===== src/bus_pkg.sv =====
package bus_pkg;

  localparam int unsigned HOST_ADDR_WIDTH = 11; // Word index width on the host port

  // Core data port request, byte address
  typedef struct packed {
    logic [31:0] addr;
    logic        we;
    logic [3:0]  be;
    logic [31:0] wdata;
  } core_req_t;

  typedef struct packed {
    logic [31:0] rdata;
    logic        err;   // Set for requests outside every enabled window
  } core_rsp_t;

  typedef struct packed {
    logic [HOST_ADDR_WIDTH-1:0] addr; // Word index, not a byte address
    logic                       we;
    logic [3:0]                 be;
    logic [31:0]                wdata;
  } host_req_t;

  typedef struct packed {
    logic [31:0] addr;
    logic        we;
    logic [3:0]  be;
    logic [31:0] wdata;
  } ext_req_t;

  typedef enum logic {CFG_PREFIX, CFG_CTRL} cfg_sel_e;

endpackage


===== src/region_pkg.sv =====
package region_pkg;

  // Top address byte that selects the local data RAM out of reset
  localparam logic [7:0] LOCAL_PREFIX_RST = 8'h10;
  localparam logic       EXT_EN_RST       = 1'b1;

  // Target shared by all responses still in flight
  typedef enum logic [1:0] {
    ROUTE_LOCAL,
    ROUTE_EXT,
    ROUTE_ERR
  } route_state_e;

endpackage


===== src/data_route.sv =====
module data_route
#(
  parameter int unsigned DATA_ADDR_WIDTH = 11,
  parameter int unsigned MAX_OUTSTANDING = 4
)
(
  input  logic                       clk,
  input  logic                       rst_n,

  input  logic                       core_req_valid_i,
  input  bus_pkg::core_req_t         core_req_i,
  output logic                       core_gnt_o,
  output logic                       core_rvalid_o,
  output bus_pkg::core_rsp_t         core_rsp_o,

  input  logic [7:0]                 prefix_i,
  input  logic                       ext_en_i,

  output logic                       ram_en_o,
  output logic                       ram_we_o,
  output logic [3:0]                 ram_be_o,
  output logic [DATA_ADDR_WIDTH-1:0] ram_addr_o,
  output logic [31:0]                ram_wdata_o,
  input  logic [31:0]                ram_rdata_i,

  output logic                       br_req_valid_o,
  input  logic                       br_gnt_i,
  input  logic                       br_rvalid_i,
  input  bus_pkg::core_rsp_t         br_rsp_i
);

  import bus_pkg::*;
  import region_pkg::*;

  localparam int unsigned CNT_W = $clog2(MAX_OUTSTANDING + 1);

  route_state_e     target;
  route_state_e     state_q;
  logic [CNT_W-1:0] out_cnt_q;
  logic             cnt_full;
  logic             issue;
  logic             local_gnt;
  logic             err_gnt;
  logic             local_rvalid_q;
  logic             err_rvalid_q;

  always_comb
  begin
    if (core_req_i.addr[31:24] == prefix_i)
      target = ROUTE_LOCAL;
    else if (ext_en_i)
      target = ROUTE_EXT;
    else
      target = ROUTE_ERR;
  end

  // A slot freed by this cycle's response can be reused at once
  assign cnt_full = (out_cnt_q == CNT_W'(MAX_OUTSTANDING)) && !core_rvalid_o;

  // Switching target only from an empty pipeline keeps responses in order
  assign issue = core_req_valid_i && !cnt_full && ((out_cnt_q == '0) || (target == state_q));

  assign local_gnt      = issue && (target == ROUTE_LOCAL);
  assign err_gnt        = issue && (target == ROUTE_ERR);
  assign br_req_valid_o = issue && (target == ROUTE_EXT);
  assign core_gnt_o     = local_gnt || err_gnt || br_gnt_i;

  assign ram_en_o    = local_gnt;
  assign ram_we_o    = core_req_i.we;
  assign ram_be_o    = core_req_i.be;
  assign ram_addr_o  = core_req_i.addr[DATA_ADDR_WIDTH+1:2];
  assign ram_wdata_o = core_req_i.wdata;

  always_ff @(posedge clk, negedge rst_n)
  begin
    if (!rst_n)
    begin
      state_q        <= ROUTE_LOCAL;
      out_cnt_q      <= '0;
      local_rvalid_q <= 1'b0;
      err_rvalid_q   <= 1'b0;
    end
    else
    begin
      if (core_gnt_o)
        state_q <= target;
      local_rvalid_q <= local_gnt;
      err_rvalid_q   <= err_gnt;
      case ({core_gnt_o, core_rvalid_o})
        2'b10:   out_cnt_q <= out_cnt_q + CNT_W'(1);
        2'b01:   out_cnt_q <= out_cnt_q - CNT_W'(1);
        default: out_cnt_q <= out_cnt_q;
      endcase
    end
  end

  always_comb
  begin
    core_rsp_o = '0;
    case (state_q)
      ROUTE_LOCAL:
      begin
        core_rvalid_o    = local_rvalid_q;
        core_rsp_o.rdata = ram_rdata_i;
      end
      ROUTE_EXT:
      begin
        core_rvalid_o = br_rvalid_i;
        core_rsp_o    = br_rsp_i;
      end
      default:
      begin
        core_rvalid_o  = err_rvalid_q;
        core_rsp_o.err = 1'b1; // Read data stays zero
      end
    endcase
  end

endmodule


===== config.mk =====
export PLATFORM = sky130hd
export DESIGN_NAME = data_route
export DESIGN_NICKNAME = d
export VERILOG_FILES = /design/src/bus_pkg.sv /design/src/region_pkg.sv /design/src/data_route.sv
export SDC_FILE = /design/constraint.sdc
export NUM_CORES = 1
export LEC_CHECK = 0
export ABC_AREA = 1
export BUFFER_PORTS_ARGS = -buffer_cell sky130_fd_sc_hd__buf_2
export CAP_MARGIN = 0
export CORE_AREA = 2 2 91 93
export CTS_BUF_LIST = sky130_fd_sc_hd__clkbuf_8
export DETAILED_ROUTE_END_ITERATION = 6
export DIE_AREA = 0 0 93 95
export GPL_ROUTABILITY_DRIVEN = 0
export SYNTH_ARGS = -nofsm -noshare
export SYNTH_HDL_FRONTEND = slang
export SYNTH_SLANG_ARGS = --single-unit
export TNS_END_PERCENT = 1

===== constraint.sdc =====
create_clock -name clk -period 2.4 [get_ports clk]
set_input_delay 0.24 -clock clk [delete_from_list [all_inputs] [get_ports clk]]
set_output_delay 0.24 -clock clk [all_outputs]
set_load 0.01 [all_outputs]

==> results by group <==
Timing
  • Slew @ Worst Pin: 0.3610 ns
  • Post-route setup TNS: 0 ns
  • Tcrit/Tclk final: 0.9199
  • Final slew viol count: 0
  • Relative slew slack: 0.7575
  • RSZ-0062 raised after global routing: false
  • Clock skew: 0.001537 ns
  • Minimum clock period: 2.208 ns
  • Final setup violation count: 0
  • Worst Slack Setup Final: 0.1923 ns
  • Max Fclk: 453.0 MHz
  • Final hold vios: 0

Critical path
  • Worst r2r src: state_q[1]$_DFFE_PN0P_
  • Reg-to-Reg End: out_cnt_q[2]$_DFFE_PN0P_
  • Flop2flop setup slack: 0.19 ns
  • Crit path capture: out_cnt_q[2]$_DFFE_PN0P_
  • Critical Path End Type: flop
  • CP startpoint kind: flop
  • Worst Reg2Reg Path Length in Cells: 14
  • Worst-path fanout max: 4
  • Crit path DAT: 2.31 ns
  • WS Path Type: reg2reg
  • CP required: 2.50 ns
  • Crit. Startpoint: state_q[1]$_DFFE_PN0P_

Finish
  • Final core occ: 0.2194
  • Register Area: 175.2 um^2
  • Final #Nets: 408
  • Fraction of layout cells with a size suffix above 1: 0.5681
  • Multi-input logic area: 649.4 um^2
  • Antenna diode count: 0
  • Final Cell Area: 1739 um^2
  • Layout area overhead: 35.08%
  • Filler instances: 875

CTS
  • CTS tree: built
  • Clock-pin slew on the worst setup and hold paths: 0.04 ns
  • CTS buffer count: 3
  • Clk_lat worst skew: 0.22 ns
  • CTS Sinks: 7
  • Worst-case clock buffer depth: 2
  • Htree depth: 1
  • Root Driver: clkbuf_8

Power and ir drop
  • Final Total Pwr: 912.3 uW
  • Worst IR drop on VDD: 0.1548 mV
  • Cell Pwr Density: 524.6 nW/um^2
  • Leakage power: 1.070 nW

Logic synthesis
  • Number of synthesized flops with an enable pin: 0
  • Top cells by count, synth: buf_4, a22o_1, nand2_1
  • Gate Count Post-Synth: 179
  • Mapped Nets: 329
  • Synthesized area: 1287 um^2
  • Syn Area/Cell: 7.193 um^2
  • Ys async rst share: 1.000
  • Sequential element share of the synthesized area: 0.1361
  • Top FF cell, synth: dfrtp_1
  • Area share of the largest cell type after synthesis: 0.2799
  • Synth cell types: 23
  • YS warnings: 0
  • Synth area leader: buf_4
  • Most frequent cell after synthesis: buf_4
  • #FFs+latches synth: 7
  • Synth area leaders: buf_4, a22o_1, dfrtp_1, nand2_1, inv_1

Detailed routing
  • WL/cell: 10.72 um
  • DRC Markers: 0
  • WL final: 3881 um
  • Post-DRT Antenna Nets: 0
  • DR pass1 iterations: 4
  • Via count: 1403
  • Via density: 3.876
  • Initial DRC count: 17

Status
  • Status: complete, no violations

Floorplanning
  • Die ar.: 8835 um^2
  • Row count: 33
  • Core ar.: 7928 um^2
  • I/O Pins: 233
  • Initial Util: 0.1624
  • Die height: 95 um
  • Die width: 93 um

Global route
  • Global-route wire length before repair: 5050 um
  • Global Route Usage Sum: 0.07296
  • M2 GR Usage: 0.1522
  • M1 GR Usage: 0.06625
  • GRT overflow: 0
  • Vias in the first global route: 1144
  • Grt peak-use layer: met2
  • Pin count of the biggest net entering global routing: 33
  • Antenna violations before repair: 1
  • GR Util met3: 0.02953

Place
  • IO Port Bufs: 123
  • Setup WS pre-CTS: 0.1121 ns
  • Post-DP HPWL: 3319 um
  • Area after DPL: 1667 um^2

Min path
  • Hold crit path type: in2reg

Run
  • Max-cap violations: 0
routing by layer:
layer / part of all wire / routed length [um]
met1: 0.33 / 1287
met2: 0.51 / 1998
met3: 0.15 / 577
met4: 0.0015 / 6
met5: 0.0026 / 10
per-stage QoR:
step,instances,hold WS [ns]
after floorplan,179,-0.05559
after global placement,355,0.08100
after detailed placement,355,0.08828
after CTS,360,0.2608
after global routing,362,0.2811
final,362,0.2653
worst max-delay path: stages, from the launching register on:
cell and delay, ns:
dfrtp_1 0.40, inv_2 0.10, nand2_2 0.07, o22a_1 0.18
o21ai_2 0.09, a21boi_4 0.08, nand3_2 0.11, nand2_2 0.08
inv_1 0.06, ha_1 0.13, inv_1 0.07, fa_2 0.35
a21oi_1 0.14, o21ai_1 0.09, xor2_1 0.14
power by group:
group          switching [mW]  total [mW]  leakage, nW  internal, mW
clock network          0.0496       0.160       0.0269         0.110
logic                   0.304       0.575        0.955         0.271
registers              0.0235       0.177       0.0874         0.154
area by class of cell:
class | count | share of cell area
clock buffer | 3 | 0.02374
clock inverter | 1 | 0.002158
inverter | 22 | 0.04748
multi-input combinational | 96 | 0.3734
sequential | 7 | 0.1007
tap | 105 | 0.07554
timing repair buffer | 128 | 0.3770
how the worst min path moves through the flow:
stage	from	end	slack (ns)	depth (start not counted)
floorplan	rst_n	err_rvalid_q$_DFF_PN0_	-0.06	0
global placement	rst_n	out_cnt_q[0]$_DFFE_PN0P_	0.08	1
detailed placement	rst_n	out_cnt_q[1]$_DFFE_PN0P_	0.09	1
CTS	ext_en_i	err_rvalid_q$_DFF_PN0_	0.26	2
global route	ext_en_i	err_rvalid_q$_DFF_PN0_	0.28	2
finish	ext_en_i	err_rvalid_q$_DFF_PN0_	0.27	2
registers in the layout, summed over array words and instances, names as in the netlist:
name and cells:
local_rvalid_q 1, state_q 2, err_rvalid_q 1, out_cnt_q 3
cells in the final DEF (no fill, tap or decap), types with 2 or more instances in the layout:
master    instances
inv_1            21
dfrtp_1           7
buf_4             4
nor2_1            5
nor2_2            2
buf_2           123
nand3_2           2
nand3_1           5
a22o_1           32
o21ai_0           2
clkbuf_8          3
xnor2_1           4
nand2_1          28
inv_2             2
nand2_2           6
cells by family (layout without fill, tap and decap cells):
logic type               count (synthesis)  after routing  share of synthesized area
flip-flops                               7              7                     0.1361
AND/OR/NAND/NOR                         50             50                     0.1817
XOR/XNOR                                 5              5                    0.03401
AO/OA/AOI/OAI                           39             39                     0.2614
adder cells (fa/ha/maj)                  2              2                    0.02527
buffers and inverters                   76            154                     0.3615
what timing repair did:
action,in CTS,in global routing
hold endpoints to repair,7,0
buffers inserted,0,2
hold buffers,1,0
gates resized for setup,0,2
setup endpoints to repair,0,1
Power figures use the tool's default switching activity.
