File: config.mk
export PLATFORM = sky130hd
export DESIGN_NAME = ext_bridge
export DESIGN_NICKNAME = d
export VERILOG_FILES = /design/src/bus_pkg.sv /design/src/ext_bridge.sv
export SDC_FILE = /design/constraint.sdc
export NUM_CORES = 1
export LEC_CHECK = 0
export BUFFER_PORTS_ARGS = -buffer_cell sky130_fd_sc_hd__buf_4
export CELL_PAD_IN_SITES_DETAIL_PLACEMENT = 0
export CELL_PAD_IN_SITES_GLOBAL_PLACEMENT = 1
export CORE_ASPECT_RATIO = 2
export CORE_UTILIZATION = 12
export CTS_CLUSTER_DIAMETER = 40
export DETAILED_ROUTE_END_ITERATION = 8
export MAX_ROUTING_LAYER = met4
export PLACE_DENSITY_LB_ADDON = 0.1
export SYNTH_ARGS = -nofsm -noshare
export SYNTH_HDL_FRONTEND = slang
export SYNTH_SLANG_ARGS = --single-unit
File: constraint.sdc
create_clock -name clk -period 2 [get_ports clk]
set_input_delay 0.2 -clock clk [delete_from_list [all_inputs] [get_ports clk]]
set_output_delay 0.2 -clock clk [all_outputs]
set_load 0.1 [all_outputs]
File: src/bus_pkg.sv
package bus_pkg;

  localparam int unsigned HOST_ADDR_WIDTH = 11; // Word index width on the host port

  // Core data port request, byte address
  typedef struct packed {
    logic [31:0] addr;
    logic        we;
    logic [3:0]  be;
    logic [31:0] wdata;
  } core_req_t;

  typedef struct packed {
    logic [31:0] rdata;
    logic        err;   // Set for requests outside every enabled window
  } core_rsp_t;

  typedef struct packed {
    logic [HOST_ADDR_WIDTH-1:0] addr; // Word index, not a byte address
    logic                       we;
    logic [3:0]                 be;
    logic [31:0]                wdata;
  } host_req_t;

  typedef struct packed {
    logic [31:0] addr;
    logic        we;
    logic [3:0]  be;
    logic [31:0] wdata;
  } ext_req_t;

  typedef enum logic {CFG_PREFIX, CFG_CTRL} cfg_sel_e;

endpackage

File: src/ext_bridge.sv
module ext_bridge
#(
  parameter int unsigned MAX_OUTSTANDING = 4
)
(
  input  logic               clk,
  input  logic               rst_n,

  input  logic               br_req_valid_i,
  input  bus_pkg::core_req_t core_req_i,
  output logic               br_gnt_o,
  output logic               br_rvalid_o,
  output bus_pkg::core_rsp_t br_rsp_o,

  output logic               ext_req_valid_o,
  input  logic               ext_req_ready_i,
  output bus_pkg::ext_req_t  ext_req_o,
  input  logic               ext_rsp_valid_i,
  input  bus_pkg::core_rsp_t ext_rsp_i
);

  import bus_pkg::*;

  localparam int unsigned CNT_W = $clog2(MAX_OUTSTANDING + 1);

  logic [CNT_W-1:0] flight_q;
  logic             room;

  assign room = flight_q < CNT_W'(MAX_OUTSTANDING);

  // The core holds its request until gnt, so the payload is stable while stalled
  assign ext_req_valid_o = br_req_valid_i && room;
  assign ext_req_o.addr  = core_req_i.addr;
  assign ext_req_o.we    = core_req_i.we;
  assign ext_req_o.be    = core_req_i.be;
  assign ext_req_o.wdata = core_req_i.wdata;

  assign br_gnt_o    = ext_req_valid_o && ext_req_ready_i;
  assign br_rvalid_o = ext_rsp_valid_i;
  assign br_rsp_o    = ext_rsp_i;

  always_ff @(posedge clk, negedge rst_n)
  begin
    if (!rst_n)
      flight_q <= '0;
    else
    begin
      case ({br_gnt_o, ext_rsp_valid_i})
        2'b10:   flight_q <= flight_q + CNT_W'(1);
        2'b01:   flight_q <= flight_q - CNT_W'(1);
        default: flight_q <= flight_q;
      endcase
    end
  end

endmodule

==> qor.yml, run 1 <==
clock_latency_ns: 0.22
die_w_um: 64.7
end_kind: "flip-flop"
setup_violations: 0
cts.clk_slew.worst_paths_ns: 0.03
ys_warn_count: 0
grt_pass1_vias: 330
core_um2: 7600
syn-num-nets: 229
seq_power_share: 0.184
numCtsBuffers: 3
largest_register: "flight_q"
powerDensity_nw_per_um2: 1460
routedWlPerCell_um: 11.5
min_path_type: "input pin to async pin"
post_cts_buffers: 0
p_sw_uw: 214
largest_reg_flops: 3
clk_path_buf_depth: 2
synth-seq-area-share: 0.0795
worst_pin_slew_ns: 0.287
slowest_delay_ns: 0.39
reg2reg_to: "flight_q[2]"
seqCellArea_um2: 75.1
reg2reg_depth: 8
num_rows: 45
drv_cap: 0
fin_crit_sh: 0.829
cts_max_level: 1
skew_ns: 0.00130
crit_chain: "nor2b_4 -> nand2_1 -> ha_1 -> inv_1 -> fa_1 -> xor2_1 -> nor2_1 -> xor2_1"
finalCriticalPeriod_ns: 1.66
place_congestion: 0.521
overflow: 0
num_vias: 291
intPower_uw: 427
swShare: 0.334
crit_top_cell: "xor2_1"
fillerInstances: 891
clkSinkCount: 3
synth.avg_cell_area_um2: 7.87
antenna_found_initial: 0
grt_max_degree: 5
reg2reg_from: "flight_q[2]"
drive_gt1_frac: 0.379
ys_ff_latch: 3
hold_buffers: 1
firstDrtPassIters: 1
port_buffers: 7
cts-root-buf: "clkbuf_16"
hold-worst-slack_ns: 0.326
cts_resized: 0
clock_power_share: 0.490
postSynthCellCount: 120
syn_to_final_growth_pct: -53.6
nNetsFinal: 139
tritoncts: "yes"
ir_drop_mv: 0.468
critical_path_buf_inv_count: 1
leakage_nw: 0.174
die_area_um2: 8250
ioPinCount: 212
worst_setup_path_start_kind: "flip-flop"
max_freq_mhz: 603
drc: 0
post_drt_via_cell_ratio: 2.37
ant_nets: 0
required_ns: 2.10
initialDrtViolationCount: 0
start_util: 0.124
p_comb_frac: 0.327
crit_slowest_cell: "dfrtp_1"
wl_um: 1420
rsz0062_at_grt: "no"
die_y_um: 127
slew_viol_final: 0
antenna_cells: 0
ys_types: 11
grt.total_usage: 0.0328
status: "finished, final reports clean"
crit_type: "flip-flop to flip-flop"
crit_family: "adder cells"
multiInputGateArea_um2: 88.8
fin_setup_tns_ns: 0
crit_arrival_ns: 1.76
netlist_area_um2: 945
rrSetupSlack_ns: 0.34
top_regs: "flight_q: 3 flops"
slew_headroom: 0.810
hold_violations: 0
cp_max_fo: 2
grt_pass1_wl_um: 1900
-- cell usage in the layout, fill, tap and decap left out, drive strengths merged --
cell type,Yosys,final
xor2,2,2
inv,4,4
nor2,1,1
xnor2,1,1
fa,1,1
buf,103,7
nand2,2,2
nor2b,1,1
o21ai,1,1
dfrtp,3,3
dlygate4sd3,0,1
ha,1,1
clkbuf,0,4
-- cells in the mapped netlist --
library cell,n,area (µm²)
fa_1,1,20.0
xnor2_1,1,8.76
nor2b_1,1,6.26
xor2_1,2,17.5
nor2_1,1,3.75
nand2_1,2,7.51
buf_4,103,773
ha_1,1,12.5
dfrtp_1,3,75.1
inv_1,4,15.0
o21ai_0,1,5.00
-- per-layer routing --
layer / up-vias / GRT usage / part of all wire
met3: 62 / 0.0286 / 0.26
met1: 91 / 0.0113 / 0.15
li1: 72 / - / -
met2: 66 / 0.0374 / 0.40
met4: 0 / 0.0810 / 0.19
met5: - / - / 0
-- cell type report --
class,count,area share
multi-input cells,10,0.203
clock buffers,4,0.180
inverters,4,0.0343
repair buffers,8,0.143
flip-flops and latches,3,0.171
well taps,94,0.269
-- how the worst max path moves through the flow --
stage,cells past startpoint,slack (ns),to,start
floorplan,6,0.02,flight_q[1],flight_q[2]
global placement,8,0.32,flight_q[2],flight_q[2]
detailed placement,8,0.32,flight_q[2],flight_q[2]
CTS,8,0.31,flight_q[2],flight_q[2]
global route,8,0.22,flight_q[2],flight_q[2]
finish,8,0.34,flight_q[2],flight_q[2]
-- power by group through the flow --
stage / Clock (mW) / Sequential (mW) / Combinational [mW]
after floorplan: 0 / 0.115 / 1.13
after global placement: 0 / 0.121 / 0.220
after detailed placement: 0 / 0.118 / 0.217
after CTS: 0.316 / 0.118 / 0.219
after global routing: 0.325 / 0.123 / 0.231
final: 0.314 / 0.118 / 0.209
-- metrics by stage --
| step | setup WS (ns) | cells | instance area [µm²] | power (mW) | utilization |
|---|---|---|---|---|---|
| floorplan | 0.0243 | 120 | 952 | 1.25 | - |
| global placement | 0.315 | 118 | 349 | 0.340 | 0.0459 |
| detailed placement | 0.321 | 118 | 349 | 0.335 | 0.0459 |
| CTS | 0.309 | 123 | 438 | 0.652 | 0.0576 |
| global route | 0.217 | 123 | 438 | 0.679 | 0.0576 |
| finish | 0.343 | 123 | 438 | 0.641 | 0.0576 |
-- cell families after synthesis --
| group | Yosys count | synth area share |
|---|---|---|
| AO/OA/AOI/OAI | 1 | 0.00529 |
| XOR/XNOR | 3 | 0.0278 |
| adder cells (fa/ha/maj) | 2 | 0.0344 |
| buffers and inverters | 107 | 0.834 |
| flip-flops | 3 | 0.0795 |
| AND/OR/NAND/NOR | 4 | 0.0185 |
No activity file was read; power rests on OpenSTA's default activity.
==> inputs of run 2 (changes only) <==
CORE_UTILIZATION = 11   (was 12)
clock period = 1.33 ns   (was 2 ns; I/O delays follow)
==> qor.yml, run 2 (same netlist as run 1, synthesis figures left out) <==
min_path_type: "input pin to async pin"  # unchanged
crit_type: "flip-flop to output pin"  # was flip-flop to flip-flop
cp_max_fo: 2  # unchanged
start_util: 0.114  # was 0.124
grt_max_degree: 5  # unchanged
fin_crit_sh: 1.15
crit_arrival_ns: 1.40  # was 1.76 ns
firstDrtPassIters: 2  # was 1
fin_area_um2: 536  # was 438 µm²
clk_path_buf_depth: 2  # unchanged
intPower_uw: 752  # was 427 µW
largest_register: "flight_q"  # unchanged
clock_latency_ns: 0.23  # was 0.22 ns
reg2reg_to: "flight_q[2]"  # unchanged
reg2reg_depth: 8  # unchanged
drc: 0  # unchanged
mostFrequentLayoutCells: "buf_4, clkbuf_16, dfrtp_1, buf_6"  # was buf_4, inv_1, clkbuf_16, dfrtp_1
dpl.cell_count: 125  # was 118
p_sw_uw: 383  # was 214 µW
swShare: 0.338  # was 0.334
antenna_cells: 0  # unchanged
numCtsBuffers: 3  # unchanged
die_area_um2: 8980  # was 8250 µm²
cp-startpoint: "flight_q[2]"  # unchanged
cts-root-buf: "clkbuf_16"  # unchanged
seq_power_share: 0.155  # was 0.184
violations: "negative setup slack"
grt.total_usage: 0.0298  # was 0.0328
crit_chain: "nor2b_4 -> nand2_2 -> buf_4 -> buf_6 -> buf_6 -> inv_4 -> buf_12"  # was nor2b_4 -> nand2_1 -> ha_1 -> inv_1 -> fa_1 -> xor2_1 -> nor2_1 -> xor2_1
core_um2: 8290  # was 7600 µm²
required_ns: 1.20  # was 2.10 ns
top_regs: "flight_q: 3 flops"  # unchanged
antenna_found_initial: 0  # unchanged
final_cells: 133  # was 123
finalCriticalPeriod_ns: 1.53
largest_reg_flops: 3  # unchanged
grt_pass1_vias: 351  # was 330
layout_commonest_cell: "buf_4"  # unchanged
p_comb_frac: 0.418  # was 0.327
critical_path_buf_inv_count: 5  # was 1
rrSetupSlack_ns: -0.19  # was 0.34 ns
place_area_um2: 382  # was 349 µm²
drv_cap: 0  # unchanged
clock_power_share: 0.427  # was 0.490
drive_gt1_frac: 0.657  # was 0.379
crit_top_cell: "buf_6"  # was xor2_1
syn_to_final_growth_pct: -43.3  # was -53.6%
leakage_nw: 0.209  # was 0.174 nW
place_hpwl_um: 1000
max_freq_mhz: 653
worst_pin_slew_ns: 0.277  # was 0.287 ns
grt_pass1_wl_um: 1820  # was 1900 µm
die_w_um: 67.5  # was 64.7 µm
finalWorstSetupSlack_ns: -0.201  # was 0.343 ns
ioPinCount: 212  # unchanged
post_drt_via_cell_ratio: 2.28  # was 2.37
powerDensity_nw_per_um2: 2120  # was 1460 nW/µm²
status: "finished with violations"  # was finished, final reports clean
cts_max_level: 1  # unchanged
num_rows: 47  # was 45
slew_headroom: 0.817  # was 0.810
initialDrtViolationCount: 8  # was 0
rsz0062_at_grt: "yes"  # was no
ant_nets: 0  # unchanged
worst_setup_path_start_kind: "flip-flop"  # unchanged
slew_viol_final: 0  # unchanged
end_kind: "output pin"  # was flip-flop
crit_slowest_cell: "dfrtp_1"  # unchanged
ir_drop_mv: 0.709  # was 0.468 mV
nNetsFinal: 145  # was 139
crit_family: "buffers and inverters"  # was adder cells
wl_um: 1310  # was 1420 µm
slowest_delay_ns: 0.39  # about the same
place_congestion: 0.600  # was 0.521
cp_num_cells: 7  # was 8
power_mw: 1.13  # was 641 µW
setup_violations: 3  # was 0
overflow: 0  # unchanged
hold_violations: 0  # unchanged
die_y_um: 133  # was 127 µm
routedWlPerCell_um: 9.82  # was 11.5 µm
cts.clk_slew.worst_paths_ns: 0.03  # about the same
reg2reg_from: "flight_q[2]"  # unchanged
hold-worst-slack_ns: 0.235  # was 0.326 ns
clkSinkCount: 3  # unchanged
skew_ns: 0.00380  # was 0.00130 ns
num_vias: 303  # was 291
tritoncts: "yes"  # unchanged
port_buffers: 7  # unchanged
==> run 2: power by group through the flow <==
stage	clock (mW)	combinational, mW	sequential, mW
2_1_floorplan	0	1.71	0.173
3_3_place_gp	0	0.393	0.175
6_report	0.485	0.474	0.176
3_5_place_dp	0	0.388	0.178
4_1_cts	0.492	0.451	0.177
5_1_grt	0.499	0.529	0.181
==> run 2: worst max path at each step <==
| stage | end | slack [ns] |
|---|---|---|
| 6_report | br_gnt_o | -0.20 |
| 5_1_grt | flight_q[2] | -0.30 |
| 4_1_cts | flight_q[2] | -0.21 |
| 3_5_place_dp | flight_q[2] | -0.27 |
| 3_3_place_gp | flight_q[2] | -0.24 |
| 2_1_floorplan | flight_q[1] | -0.58 |
==> run 2: layer usage <==
| metal | up-vias | share of wire | routed length, µm | global-route usage |
|---|---|---|---|---|
| met5 | - | 0 | 0 | - |
| met4 | 0 | 0.23 | 306 | 0.0780 |
| met3 | 59 | 0.22 | 281 | 0.0181 |
| met2 | 32 | 0.33 | 431 | 0.0292 |
| met1 | 126 | 0.22 | 287 | 0.0161 |
| li1 | 86 | - | - | - |
==> run 2: stage by stage <==
step	util	setup WS [ns]	TNS (ns)
after floorplan	-	-0.576	-1.85
after global placement	0.0460	-0.241	-0.405
after detailed placement	0.0460	-0.273	-0.461
after CTS	0.0619	-0.205	-0.474
after global routing	0.0646	-0.299	-0.766
final	0.0646	-0.201	-0.509
==> run 2: timing repair <==
item | 4_1_cts | 5_1_grt
buffers inserted | 2 | 2
gates resized for setup | 9 | 4
endpoints found under the hold margin | 3 | 0
pin swaps | 5 | 1
gates cloned | 0 | 0
setup endpoints to repair | 3 | 4
hold buffers | 1 | 0
==> run 2: cell type report <==
cell class | count | area (µm²)
clock buffer | 4 | 78.8
fill | 964 | 7760
inverter | 4 | 17.5
multi-input combinational | 10 | 110
sequential | 3 | 75.1
tap | 98 | 123
timing repair buffer | 14 | 131
==> inputs of run 3 (changes only) <==
HOLD_SLACK_MARGIN = 0.02   (was unset)
RECOVER_POWER = 100   (was unset)
==> qor.yml, run 3 (same netlist as run 1, synthesis figures left out) <==
p_comb_frac: 0.417  # was 0.418
fin_crit_sh: 1.15  # about the same
seq_power_share: 0.155  # about the same
grt_busiest_layer: "met4"  # unchanged
pre_cts_slack_ns: -0.273  # unchanged
clock_latency_ns: 0.23  # about the same
cts.clk_slew.worst_paths_ns: 0.03  # about the same
grt.total_usage: 0.0298  # unchanged
worst_pin_slew_ns: 0.537  # was 0.277 ns
nNetsFinal: 145  # unchanged
skew_ns: 0.00377  # was 0.00380 ns
rsz0062_at_grt: "yes"  # unchanged
post_drt_via_cell_ratio: 2.29  # was 2.28
crit_arrival_ns: 1.40  # about the same
largest_register: "flight_q"  # unchanged
worst_setup_path_start_kind: "flip-flop"  # unchanged
powerDensity_nw_per_um2: 2140  # was 2120 nW/µm²
cts_max_level: 1  # unchanged
grt.met2_usage: 0.0292  # unchanged
status: "finished with violations"  # unchanged
use_met3: 0.0181  # unchanged
overflow: 0  # unchanged
fin_area_um2: 529  # was 536 µm²
clk_path_buf_depth: 2  # unchanged
leakage_nw: 0.205  # was 0.209 nW
top_regs: "flight_q: 3 flops"  # unchanged
numCtsBuffers: 3  # unchanged
place_area_um2: 382  # unchanged
setup_violations: 3  # unchanged
crit_type: "flip-flop to output pin"  # unchanged
num_rows: 47  # unchanged
die_area_um2: 8980  # unchanged
ioPinCount: 212  # unchanged
initialDrtViolationCount: 8  # unchanged
cp_max_fo: 2  # unchanged
antenna_found_initial: 0  # unchanged
syn_to_final_growth_pct: -44.0  # was -43.3%
max_freq_mhz: 654  # was 653 MHz
grt_pass1_wl_um: 1820  # unchanged
clkSinkCount: 3  # unchanged
clock_power_share: 0.428  # was 0.427
cts-root-buf: "clkbuf_16"  # unchanged
grt_max_degree: 5  # unchanged
antenna_cells: 0  # unchanged
slew_viol_final: 0  # unchanged
place_congestion: 0.600  # unchanged
place_hpwl_um: 1000  # unchanged
die_w_um: 67.5  # unchanged
tritoncts: "yes"  # unchanged
slew_headroom: 0.644  # was 0.817
use_met1: 0.0161  # unchanged
layout_commonest_cell: "buf_4"  # unchanged
routedWlPerCell_um: 9.80  # was 9.82 µm
finalWorstSetupSlack_ns: -0.200  # was -0.201 ns
die_y_um: 133  # unchanged
wl_um: 1300  # was 1310 µm
end_kind: "output pin"  # unchanged
drv_cap: 0  # unchanged
core_um2: 8290  # unchanged
grt_pass1_vias: 351  # unchanged
intPower_uw: 749  # was 752 µW
drive_gt1_frac: 0.629  # was 0.657
port_buffers: 7  # unchanged
finalCriticalPeriod_ns: 1.53  # about the same
min_path_type: "input pin to async pin"  # unchanged
swShare: 0.338  # about the same
drc: 0  # unchanged
mostFrequentLayoutCells: "buf_4, clkbuf_16, dfrtp_1, buf_6"  # unchanged
p_sw_uw: 383  # about the same
ir_drop_mv: 0.709  # about the same
num_vias: 305  # was 303
hold_violations: 0  # unchanged
ant_nets: 0  # unchanged
power_mw: 1.13  # about the same
largest_reg_flops: 3  # unchanged
violations: "negative setup slack"  # unchanged
start_util: 0.114  # unchanged
required_ns: 1.20  # about the same
firstDrtPassIters: 2  # unchanged
[run 3: worst max-delay path: stages (launching register included)]
cell and delay [ns]:
dfrtp_1 0.39, nor2b_4 0.14, nand2_2 0.09, buf_4 0.14, buf_6 0.10, buf_6 0.11
inv_4 0.05, buf_12 0.16
[run 3: cell type report]
cell class | count | area, µm²
Fill cell | 964 | 7760
Sequential cell | 3 | 75.1
Inverter | 4 | 17.5
Timing Repair Buffer | 14 | 125
Multi-Input combinational cell | 10 | 110
Tap cell | 98 | 123
Clock buffer | 4 | 78.8
[run 3: layer usage]
| layer | wire length [µm] | share of wire |
|---|---|---|
| met1 | 281 | 0.22 |
| met2 | 433 | 0.33 |
| met3 | 282 | 0.22 |
| met4 | 306 | 0.23 |
| met5 | 0 | 0 |
[run 3: metrics by stage]
step / hold slack (ns) / std cells / util / setup TNS [ns]
5_1_grt: 0.266 / 133 / 0.0638 / -0.766
4_1_cts: 0.235 / 132 / 0.0619 / -0.474
3_5_place_dp: -0.0662 / 125 / 0.0460 / -0.461
6_report: 0.266 / 133 / 0.0638 / -0.505
3_3_place_gp: -0.0619 / 125 / 0.0460 / -0.405
2_1_floorplan: -0.163 / 120 / - / -1.85
[run 3: what timing repair did]
item                                    in CTS  in global routing
pin swaps                                    5                  1
endpoints found under the hold margin        3                  0
endpoints found under the setup margin       3                  4
resized for setup                            9                  4
buffers inserted                             2                  2
hold buffers                                 1                  0
[run 3: worst paths after layout]
path	slack [ns]	end	cells after the start	startpoint
min	0.27	flight_q[2]	2	rst_n
max	-0.20	br_gnt_o	7	flight_q[2]
max in group asynchronous	0.87	flight_q[1]	2	rst_n
min in group clk	0.27	br_rsp_o[24]	0	ext_rsp_i[24]
max reg2reg	-0.19	flight_q[2]	8	flight_q[2]
min reg2reg	0.47	flight_q[1]	2	flight_q[1]
[run 3: power groups by stage]
stage | Clock, mW | Sequential [mW] | Combinational (mW)
2_1_floorplan | 0 | 0.173 | 1.71
3_3_place_gp | 0 | 0.175 | 0.393
3_5_place_dp | 0 | 0.178 | 0.388
4_1_cts | 0.492 | 0.177 | 0.451
5_1_grt | 0.499 | 0.181 | 0.526
6_report | 0.484 | 0.176 | 0.472
