`config.mk`:
```
export PLATFORM = sky130hd
export DESIGN_NAME = map_regs
export DESIGN_NICKNAME = d
export VERILOG_FILES = /design/src/bus_pkg.sv /design/src/region_pkg.sv /design/src/map_regs.sv
export SDC_FILE = /design/constraint.sdc
export NUM_CORES = 1
export LEC_CHECK = 0
export BUFFER_PORTS_ARGS = -buffer_cell sky130_fd_sc_hd__buf_2
export CAP_MARGIN = 5
export CORE_ASPECT_RATIO = 0.8
export CORE_MARGIN = 3
export CORE_UTILIZATION = 34
export DETAILED_ROUTE_END_ITERATION = 8
export GPL_TIMING_DRIVEN = 0
export PLACE_DENSITY = 0.85
export SLEW_MARGIN = 5
export SYNTH_ARGS = -nofsm -noshare
export SYNTH_HDL_FRONTEND = slang
export SYNTH_SLANG_ARGS = --single-unit
```
`constraint.sdc`:
```
create_clock -name clk -period 1.2 [get_ports clk]
set_input_delay 0.18 -clock clk [delete_from_list [all_inputs] [get_ports clk]]
set_output_delay 0.18 -clock clk [all_outputs]
set_load 0.05 [all_outputs]
```
`src/bus_pkg.sv`:
```
package bus_pkg;

  localparam int unsigned HOST_ADDR_WIDTH = 11; // Word index width on the host port

  // Core data port request, byte address
  typedef struct packed {
    logic [31:0] addr;
    logic        we;
    logic [3:0]  be;
    logic [31:0] wdata;
  } core_req_t;

  typedef struct packed {
    logic [31:0] rdata;
    logic        err;   // Set for requests outside every enabled window
  } core_rsp_t;

  typedef struct packed {
    logic [HOST_ADDR_WIDTH-1:0] addr; // Word index, not a byte address
    logic                       we;
    logic [3:0]                 be;
    logic [31:0]                wdata;
  } host_req_t;

  typedef struct packed {
    logic [31:0] addr;
    logic        we;
    logic [3:0]  be;
    logic [31:0] wdata;
  } ext_req_t;

  typedef enum logic {CFG_PREFIX, CFG_CTRL} cfg_sel_e;

endpackage

```
`src/region_pkg.sv`:
```
package region_pkg;

  // Top address byte that selects the local data RAM out of reset
  localparam logic [7:0] LOCAL_PREFIX_RST = 8'h10;
  localparam logic       EXT_EN_RST       = 1'b1;

  // Target shared by all responses still in flight
  typedef enum logic [1:0] {
    ROUTE_LOCAL,
    ROUTE_EXT,
    ROUTE_ERR
  } route_state_e;

endpackage

```
`src/map_regs.sv`:
```
module map_regs
(
  input  logic              clk,
  input  logic              rst_n,

  input  logic              cfg_valid_i,
  input  logic              cfg_we_i,
  input  bus_pkg::cfg_sel_e cfg_sel_i,
  input  logic [31:0]       cfg_wdata_i,
  output logic [31:0]       cfg_rdata_o,

  output logic [7:0]        prefix_o,
  output logic              ext_en_o
);

  import bus_pkg::*;
  import region_pkg::*;

  logic cfg_write;

  assign cfg_write = cfg_valid_i && cfg_we_i;

  always_ff @(posedge clk, negedge rst_n)
  begin
    if (!rst_n)
    begin
      prefix_o <= LOCAL_PREFIX_RST;
      ext_en_o <= EXT_EN_RST;
    end
    else if (cfg_write)
    begin
      if (cfg_sel_i == CFG_PREFIX)
        prefix_o <= cfg_wdata_i[7:0];
      else
        ext_en_o <= cfg_wdata_i[0]; // Bit 0 of the control word
    end
  end

  always_comb
  begin
    case (cfg_sel_i)
      CFG_PREFIX: cfg_rdata_o = {24'h0, prefix_o};
      default:    cfg_rdata_o = {31'h0, ext_en_o};
    endcase
  end

endmodule

```
==> results of run 1 <==
sequential cells by signal, summed over array words and instances, names as in the netlist:
name / flops
ext_en_o: 1
prefix_o: 8
cell usage after synthesis:
| library cell | n |
|---|---|
| conb_1 | 1 |
| buf_6 | 1 |
| dfstp_2 | 2 |
| and2b_2 | 7 |
| mux2_4 | 3 |
| mux2_2 | 7 |
| nand3_1 | 1 |
| buf_4 | 24 |
| dfrtp_1 | 7 |
| nand3b_4 | 1 |
through the flow:
stage	hold slack [ns]	TNS [ns]	utilization, %	power, mW	area, um2
3_5_place_dp	0.0383	0	52.7	1.23	892
6_report	0.155	-0.163	59.3	1.55	1000
4_1_cts	0.149	-0.206	58.5	1.53	990
3_3_place_gp	0.0384	0	52.7	1.22	892
5_1_grt	0.147	-0.341	59.3	1.61	1000
2_1_floorplan	-0.116	0	-	1.10	724
worst paths after layout:
| check | to | slack, ns |
|---|---|---|
| worst max-delay path | cfg_rdata_o[4] | -0.07 |
| worst min-delay path | prefix_o[3]$_DFFE_PN0P_ | 0.16 |
| worst min register to register | prefix_o[6]$_DFFE_PN0P_ | 0.53 |
| min in group asynchronous | prefix_o[3]$_DFFE_PN0P_ | 0.32 |
| max in group asynchronous | prefix_o[4]$_DFFE_PN1P_ | 0.64 |
| worst max register to register | prefix_o[1]$_DFFE_PN0P_ | 0.33 |
cells in the final DEF, fill, tap and decap left out:
cell           synthesis  layout
buf_2                  0      19
mux2_2                 7       6
buf_8                  0       2
nand3b_4               1       1
mux2_4                 3       4
and2b_4                0       1
dfrtp_1                7       7
conb_1                 1      24
dlygate4sd3_1          0       1
buf_6                  1       7
clkbuf_4               0       3
clkbuf_1               0       1
buf_4                 24      27
nand3_1                1       1
dfstp_2                2       2
and2b_2                7       6
per-layer routing:
metal  GRT usage [%]  wire length [um]
met1            10.8               430
met2            23.4               760
met3            2.02               151
met4            5.97                 0
met5               0                 0
repair_timing:
item | 4_1_cts | 5_1_grt
hold endpoints to repair | 9 | 0
hold buffers | 1 | 0
gates cloned | 0 | 0
endpoints found under the setup margin | 10 | 10
setup buffers | 1 | 1
gates resized for setup | 17 | 3
cells by family after synthesis:
kind of cell,count (synthesis),synth area share (%)
buf+inv,25,30.2
mux,10,19.6
flops,9,36.0
simple gates,9,13.6
other cells,1,0.592
cell type report:
cell class	instances	area [um2]	share of cell area [%]
multi-input combinational	43	305	30.4
sequential	9	228	22.7
timing repair buffer	31	225	22.4
buffer	25	191	19.1
tap	22	27.5	2.74
clock buffer	4	26.3	2.62
power by group through the flow:
stage / logic (mW) / clock network, mW / registers (mW)
after global routing: 0.944 / 0.248 / 0.419
after floorplan: 0.476 / 0 / 0.620
final: 0.910 / 0.224 / 0.413
after CTS: 0.889 / 0.234 / 0.409
after detailed placement: 0.812 / 0 / 0.415
after global placement: 0.808 / 0 / 0.412
worst reg2reg max path, cell delays in order, from the launching register on:
cell	delay (ns)
dfrtp_1	0.38
buf_4	0.13
mux2_4	0.24
==> results.tsv, run 1 <==
stage	metric	value	unit
setup_path	cp_max_fo	3	
setup_path	cp_slowest_stage_delay	0.54	ns
global_routing	grt_max_degree	11	
power_and_ir_drop	combPwrFrac	58.8	%
drt	vias	494	
worst_hold_path	hold_start	cfg_wdata_i[3]	
logic_synthesis	yosysTopAreaCellShare	28.5	%
final_layout	area_delta_synth_final	58.5	%
global_routing	antenna_found_initial	0	
logic_synthesis	syn_inst	54	
power_and_ir_drop	sw_frac_of_total	48.4	%
clock_network	cts.sink_count	9	
clock_network	h-tree-depth	1	
timing	timing.final.crit_share	106	%
setup_path	arrival	1.09	ns
logic_synthesis	netlist_area	633	um2
timing	hold_viol	0	
clock_network	clk_latency	0.25	ns
floorplan	core	0.00169	mm2
clock_network	cts_tree	done	
drt	drc	0	
timing	fin_crit	1.27	ns
floorplan	initial_core_util	37.4	%
setup_path	r2r_cells	2	
run	cap_violations	0	
drt	wl_per_cell	10.0	um
logic_synthesis	synth_top_cells_by_area	buf_4 28%, dfrtp_1 28%, mux2_2 12%	
power_and_ir_drop	p_seq_share	26.7	%
floorplan	dieWidth	54.2	um
setup_path	crit_buf_inv	1	
power_and_ir_drop	ir_drop	1130	uV
final_layout	instances_no_fill	134	
global_routing	grt-ovfl-total	0	
setup_path	crit_start	prefix_o[4]$_DFFE_PN1P_	
setup_path	path_cells	and2b_4, buf_8	
placed_design	dp_cells	127	
floorplan	die_area	0.00242	mm2
placed_design	port_buffers	28	
final_layout	fill_cells	159	
clock_network	clk_pin_slew_worst_paths	0.06	ns
setup_path	startpoint_type	flop	
logic_synthesis	yosysWarnings	0	
floorplan	die_h	44.6	um
global_routing	grt_pass1_vias	456	
logic_synthesis	synth_top_area_cell	buf_4	
setup_path	crit_type	flop to output pin	
clock_network	root_buffer	clkbuf_4	
final_layout	fin_nets	150	
setup_path	crit_path_end_kind	output pin	
logic_synthesis	yosysSeqAreaShare	36.0	%
clock_network	cts_buffers	3	
timing	rsz0062_at_grt	true	
setup_path	critPathRequiredTime	1.02	ns
outcome	outcome	finished, violations left	
power_and_ir_drop	p_switching	749	uW
logic_synthesis	ys_types	10	
setup_path	r2r_start	prefix_o[1]$_DFFE_PN0P_	
logic_synthesis	syn_area_per_cell	11.7	um2
drt	drtPass1Iterations	1	
timing	finalSetupViolCount	3	
power_and_ir_drop	clkPwrFrac	14.5	%
setup_path	crit_cells	2	
timing	finalWorstSetupSlack	-0.0672	ns
global_routing	grt_util_all_layers	11.7	%
final_layout	drive_above_1_share	69.6	%
setup_path	cp_slowest_cell	dfstp_2	
timing	max_freq	789	MHz
final_layout	antennaDiodeCount	0	
floorplan	rows	13	
power_and_ir_drop	pwr_density_cell	1540	mW/mm2
drt	routed_via_density	3.69	
worst_hold_path	worstHoldPathType	input pin to flop	
floorplan	ioPinCount	78	
clock_network	cts_buffer_depth	2	
drt	routed_wl	1340	um
worst_hold_path	hold_path_depth	2	
timing	finalMaxSlewViolations	0	
placed_design	pre_cts_ws	0.121	ns
logic_synthesis	ys_seq_elements	9	
timing	fin_worst_skew	0	ns
global_routing	grt_pass1_wl	2000	um
setup_path	path_delay_family	flip-flops	
outcome	violations	setup timing	
placed_design	gp_congestion	0.649	
drt	dr.first_iter.drc_count	0	
drt	ant_nets	0	
power_and_ir_drop	p_int	797	uW
power_and_ir_drop	leakagePower	0.593	nW
No activity file was read; power rests on OpenSTA's default activity.
==> run 2, diff against run 1 <==
RECOVER_POWER = 50   (was default)
==> run 2 against run 1 <==
Effect of this change: the flow still finishes with violations (setup timing); die area did not move; global-route usage is the same; critical path type unchanged; sequential power hardly changed; clock power is essentially flat.
==> results.tsv, run 2 (same netlist as run 1, synthesis figures left out) <==
stage	metric	value	unit
timing	finalSetupViolCount	3	
drt	wl_per_cell	10.0	um
drt	ant_nets	0	
setup_path	r2r_start	prefix_o[1]$_DFFE_PN0P_	
timing	setup-tns-final	-0.164	ns
clock_network	cts_buffer_depth	2	
drt	drtPass1Iterations	1	
global_routing	grt-ovfl-total	0	
worst_hold_path	worstHoldPathType	input pin to flop	
power_and_ir_drop	p_seq_share	26.8	%
floorplan	dieWidth	54.2	um
outcome	violations	setup timing	
power_and_ir_drop	ir_drop	1130	uV
power_and_ir_drop	p_switching	749	uW
outcome	outcome	finished, violations left	
power_and_ir_drop	pwr_density_cell	1540	mW/mm2
setup_path	r2r_cells	2	
power_and_ir_drop	sw_frac_of_total	48.6	%
global_routing	grt_pass1_wl	2000	um
clock_network	cts_buffers	3	
final_layout	largest-register	prefix_o	
drt	routed_via_density	3.68	
final_layout	final_common_cell	buf_4	
clock_network	cts_tree	done	
power_and_ir_drop	combPwrFrac	58.7	%
worst_hold_path	hold_start	cfg_wdata_i[6]	
placed_design	dp_cells	127	
worst_hold_path	min_to	prefix_o[6]$_DFFE_PN0P_	
timing	max_freq	789	MHz
timing	hold_ws	0.144	ns
floorplan	core	0.00169	mm2
final_layout	area_delta_synth_final	57.7	%
run	cap_violations	0	
final_layout	top_regs	prefix_o (8), ext_en_o (1)	
drt	vias	493	
global_routing	grt_pass1_vias	456	
drt	routed_wl	1340	um
clock_network	root_buffer	clkbuf_4	
power_and_ir_drop	clkPwrFrac	14.6	%
final_layout	instances_no_fill	134	
drt	top_layer_used	met3	
final_layout	largest_reg_flops	8	
final_layout	layout_common_cells	27 x buf_4, 24 x conb_1, 18 x buf_2	
power_and_ir_drop	leakagePower	0.585	nW
timing	rsz0062_at_grt	true	
timing	fin_worst_skew	0	ns
setup_path	startpoint_type	flop	
setup_path	rrSetupSlack	0.33	ns
drt	wl_met2	759	um
setup_path	r2r_end	prefix_o[1]$_DFFE_PN0P_	
timing	hold_viol	0	
placed_design	gp_congestion	0.649	
clock_network	clk_latency	0.25	ns
setup_path	critPathRequiredTime	1.02	ns
global_routing	antenna_found_initial	0	
power_and_ir_drop	p_int	792	uW
final_layout	design_area	998	um2
final_layout	fin_util	59.0	%
timing	finalMaxSlewViolations	0	
floorplan	die_h	44.6	um
clock_network	cts.sink_count	9	
floorplan	rows	13	
worst_hold_path	hold_path_depth	2	
global_routing	grt_max_degree	11	
placed_design	place_area	892	um2
timing	finalWorstSetupSlack	-0.0674	ns
setup_path	arrival	1.09	ns
final_layout	fin_nets	150	
drt	dr.first_iter.drc_count	0	
placed_design	port_buffers	28	
global_routing	grt_util_all_layers	11.7	%
floorplan	ioPinCount	78	
clock_network	h-tree-depth	1	
drt	wl_met1	431	um
final_layout	drive_above_1_share	67.9	%
setup_path	cp_max_fo	3	
setup_path	crit_type	flop to output pin	
drt	dr_wl_met3	151	um
timing	fin_crit	1.27	ns
clock_network	clk_pin_slew_worst_paths	0.06	ns
setup_path	crit_path_end_kind	output pin	
floorplan	die_area	0.00242	mm2
final_layout	antennaDiodeCount	0	
timing	timing.final.crit_share	106	%
drt	drc	0	
floorplan	initial_core_util	37.4	%
run 2: final cells by class:
type / instances / area, um2
repair buffers: 31 / 224
fillers: 161 / 693
well taps: 22 / 27.5
plain buffers: 25 / 191
multi-input cells: 43 / 302
flip-flops and latches: 9 / 228
clock buffers: 4 / 26.3
run 2: repair_timing:
action                                  CTS  global route
hold endpoints to repair                  9             0
setup buffers                             1             1
hold buffers                              1             0
resized for setup                        17             3
pin swaps                                 0             0
endpoints found under the setup margin   10            10
run 2: power groups by stage:
stage | logic [mW] | clock network (mW) | registers (mW)
4_1_cts | 0.889 | 0.234 | 0.409
3_5_place_dp | 0.812 | 0 | 0.415
6_report | 0.904 | 0.225 | 0.412
2_1_floorplan | 0.476 | 0 | 0.620
5_1_grt | 0.939 | 0.248 | 0.419
3_3_place_gp | 0.808 | 0 | 0.412
run 2: worst max path at each step:
stage / endpoint / depth (start not counted) / start
finish: cfg_rdata_o[4] / 2 / prefix_o[4]$_DFFE_PN1P_
floorplan: cfg_rdata_o[1] / 1 / prefix_o[1]$_DFFE_PN0P_
detailed placement: cfg_rdata_o[0] / 2 / ext_en_o$_DFFE_PN1P_
CTS: cfg_rdata_o[0] / 2 / ext_en_o$_DFFE_PN1P_
global route: cfg_rdata_o[4] / 2 / prefix_o[4]$_DFFE_PN1P_
global placement: cfg_rdata_o[4] / 2 / prefix_o[4]$_DFFE_PN1P_
run 2: per-stage QoR:
step / setup slack [ns] / power, mW
2_1_floorplan: 0.0196 / 1.10
4_1_cts: -0.0652 / 1.53
6_report: -0.0674 / 1.54
5_1_grt: -0.0948 / 1.61
3_5_place_dp: 0.121 / 1.23
3_3_place_gp: 0.125 / 1.22
run 2: layer usage:
metal	global-route usage [%]	vias to the layer above
met4	5.97	0
met2	23.4	33
li1	-	239
met1	10.8	221
met3	2.02	0
met5	0	-
run 2: worst max-delay path, cell delays in order (launching register included):
cell and delay (ns):
dfstp_2 0.54, and2b_4 0.16, buf_8 0.14
==> run 3, diff against run 2 <==
SKIP_CTS_REPAIR_TIMING = 1   (was default)
==> run 3 against run 2 <==
Effect of this change: the run still ends with setup timing left; non-clock buffer count fell by 1; utilization shrank 0.37 points; clock power hardly changed; maximum frequency up 0.13%; clock-buffer cell count stayed put; critical endpoint unchanged; largest cell class unchanged.
==> results.tsv, run 3 (same netlist as run 1, synthesis figures left out) <==
stage	metric	value	unit
outcome	outcome	finished, violations left	
outcome	violations	setup timing	
drt	drtPass1Iterations	1	
timing	fin_worst_skew	0	ns
setup_path	cp_max_fo	3	
floorplan	rows	13	
placed_design	port_buffers	28	
floorplan	ioPinCount	78	
placed_design	gp_congestion	0.649	
setup_path	cp_slowest_cell	dfstp_2	
timing	finalWorstSetupSlack	-0.0657	ns
worst_hold_path	hold_path_depth	2	
drt	drc	0	
clock_network	cts_buffers	3	
setup_path	r2r_start	prefix_o[1]$_DFFE_PN0P_	
timing	hold_viol	0	
setup_path	crit_buf_inv	1	
setup_path	startpoint_type	flop	
clock_network	cts_tree	done	
floorplan	dieWidth	54.2	um
timing	fin_crit	1.27	ns
global_routing	grt_max_degree	11	
power_and_ir_drop	ir_drop	1000	uV
power_and_ir_drop	leakagePower	0.584	nW
drt	vias	481	
clock_network	cts_buffer_depth	2	
timing	timing.final.crit_share	105	%
worst_hold_path	hold_start	cfg_wdata_i[3]	
drt	routed_wl	1350	um
setup_path	cp_slowest_stage_delay	0.54	ns
final_layout	area_delta_synth_final	56.7	%
global_routing	grt_pass1_vias	422	
setup_path	rrSetupSlack	0.33	ns
timing	finalSetupViolCount	4	
clock_network	clk_latency	0.25	ns
drt	routed_via_density	3.62	
clock_network	clk_pin_slew_worst_paths	0.06	ns
power_and_ir_drop	pwr_density_cell	1550	mW/mm2
drt	dr.first_iter.drc_count	0	
setup_path	crit_type	flop to output pin	
run	cap_violations	0	
floorplan	die_h	44.6	um
worst_hold_path	min_to	prefix_o[3]$_DFFE_PN0P_	
final_layout	top_regs	prefix_o (8), ext_en_o (1)	
floorplan	initial_core_util	37.4	%
final_layout	antennaDiodeCount	0	
timing	max_freq	790	MHz
setup_path	path_cells	and2b_4, buf_8	
clock_network	h-tree-depth	1	
timing	finalMaxSlewViolations	0	
global_routing	grt_util_all_layers	10.2	%
final_layout	fin_nets	149	
floorplan	die_area	0.00242	mm2
final_layout	largest-register	prefix_o	
setup_path	crit_path_end_kind	output pin	
clock_network	root_buffer	clkbuf_4	
global_routing	grt_pass1_wl	1770	um
final_layout	largest_reg_flops	8	
final_layout	drive_above_1_share	68.5	%
setup_path	arrival	1.09	ns
drt	ant_nets	0	
setup_path	path_delay_family	flip-flops	
final_layout	final_common_cell	buf_4	
worst_hold_path	worstHoldPathType	input pin to flop	
placed_design	pre_cts_ws	0.121	ns
clock_network	cts.sink_count	9	
setup_path	critPathRequiredTime	1.02	ns
global_routing	grt-ovfl-total	0	
final_layout	layout_common_cells	25 x buf_4, 24 x conb_1, 19 x buf_2	
setup_path	r2r_cells	2	
setup_path	r2r_end	prefix_o[1]$_DFFE_PN0P_	
timing	rsz0062_at_grt	true	
final_layout	fin_util	58.7	%
global_routing	antenna_found_initial	0	
floorplan	core	0.00169	mm2
drt	wl_per_cell	10.2	um
## run 3: cell types whose count changed in the layout (fill, tap and decap cells not counted)
cell / change
buf_4: -2
buf_2: +1
mux2_1: -1
mux2_4: +1
## run 3: cell type report
| class | count | area, um2 |
|---|---|---|
| plain buffers | 25 | 191 |
| clock buffers | 4 | 26.3 |
| fillers | 162 | 699 |
| multi-input cells | 43 | 305 |
| flip-flops and latches | 9 | 228 |
| well taps | 22 | 27.5 |
| repair buffers | 30 | 214 |
## run 3: worst max path at each step
stage | depth (start not counted) | start | end
global route | 2 | prefix_o[4]$_DFFE_PN1P_ | cfg_rdata_o[4]
global placement | 2 | prefix_o[4]$_DFFE_PN1P_ | cfg_rdata_o[4]
detailed placement | 2 | ext_en_o$_DFFE_PN1P_ | cfg_rdata_o[0]
finish | 2 | prefix_o[4]$_DFFE_PN1P_ | cfg_rdata_o[4]
CTS | 2 | ext_en_o$_DFFE_PN1P_ | cfg_rdata_o[0]
floorplan | 1 | prefix_o[1]$_DFFE_PN0P_ | cfg_rdata_o[1]
## run 3: through the flow
stage | total power [mW] | hold slack [ns] | instance area, um2 | instances | TNS [ns]
2_1_floorplan | 1.10 | -0.116 | 724 | 77 | 0
3_3_place_gp | 1.22 | 0.0384 | 892 | 127 | 0
3_5_place_dp | 1.23 | 0.0383 | 892 | 127 | 0
4_1_cts | 1.46 | -0.238 | 918 | 131 | -0.530
5_1_grt | 1.60 | 0.147 | 992 | 133 | -0.391
6_report | 1.54 | 0.154 | 992 | 133 | -0.194
## run 3: routing by layer
layer / track usage, % / share of wire (%) / wire length [um]
met1: 10.1 / 32 / 432
met2: 19.1 / 56 / 752
met3: 2.02 / 12 / 166
met4: 5.97 / 0 / 0
met5: 0 / 0 / 0
## run 3: power breakdown
| group | total [mW] | switching (mW) | leakage, nW | internal [mW] |
|---|---|---|---|---|
| combinational | 0.896 | 0.610 | 0.465 | 0.287 |
| sequential | 0.413 | 0.0420 | 0.104 | 0.371 |
| clock | 0.226 | 0.0982 | 0.0150 | 0.128 |
## run 3: worst reg2reg max path, stage by stage, from the launching register on
cell and delay [ns]:
dfrtp_1 0.38, buf_4 0.13, mux2_4 0.24
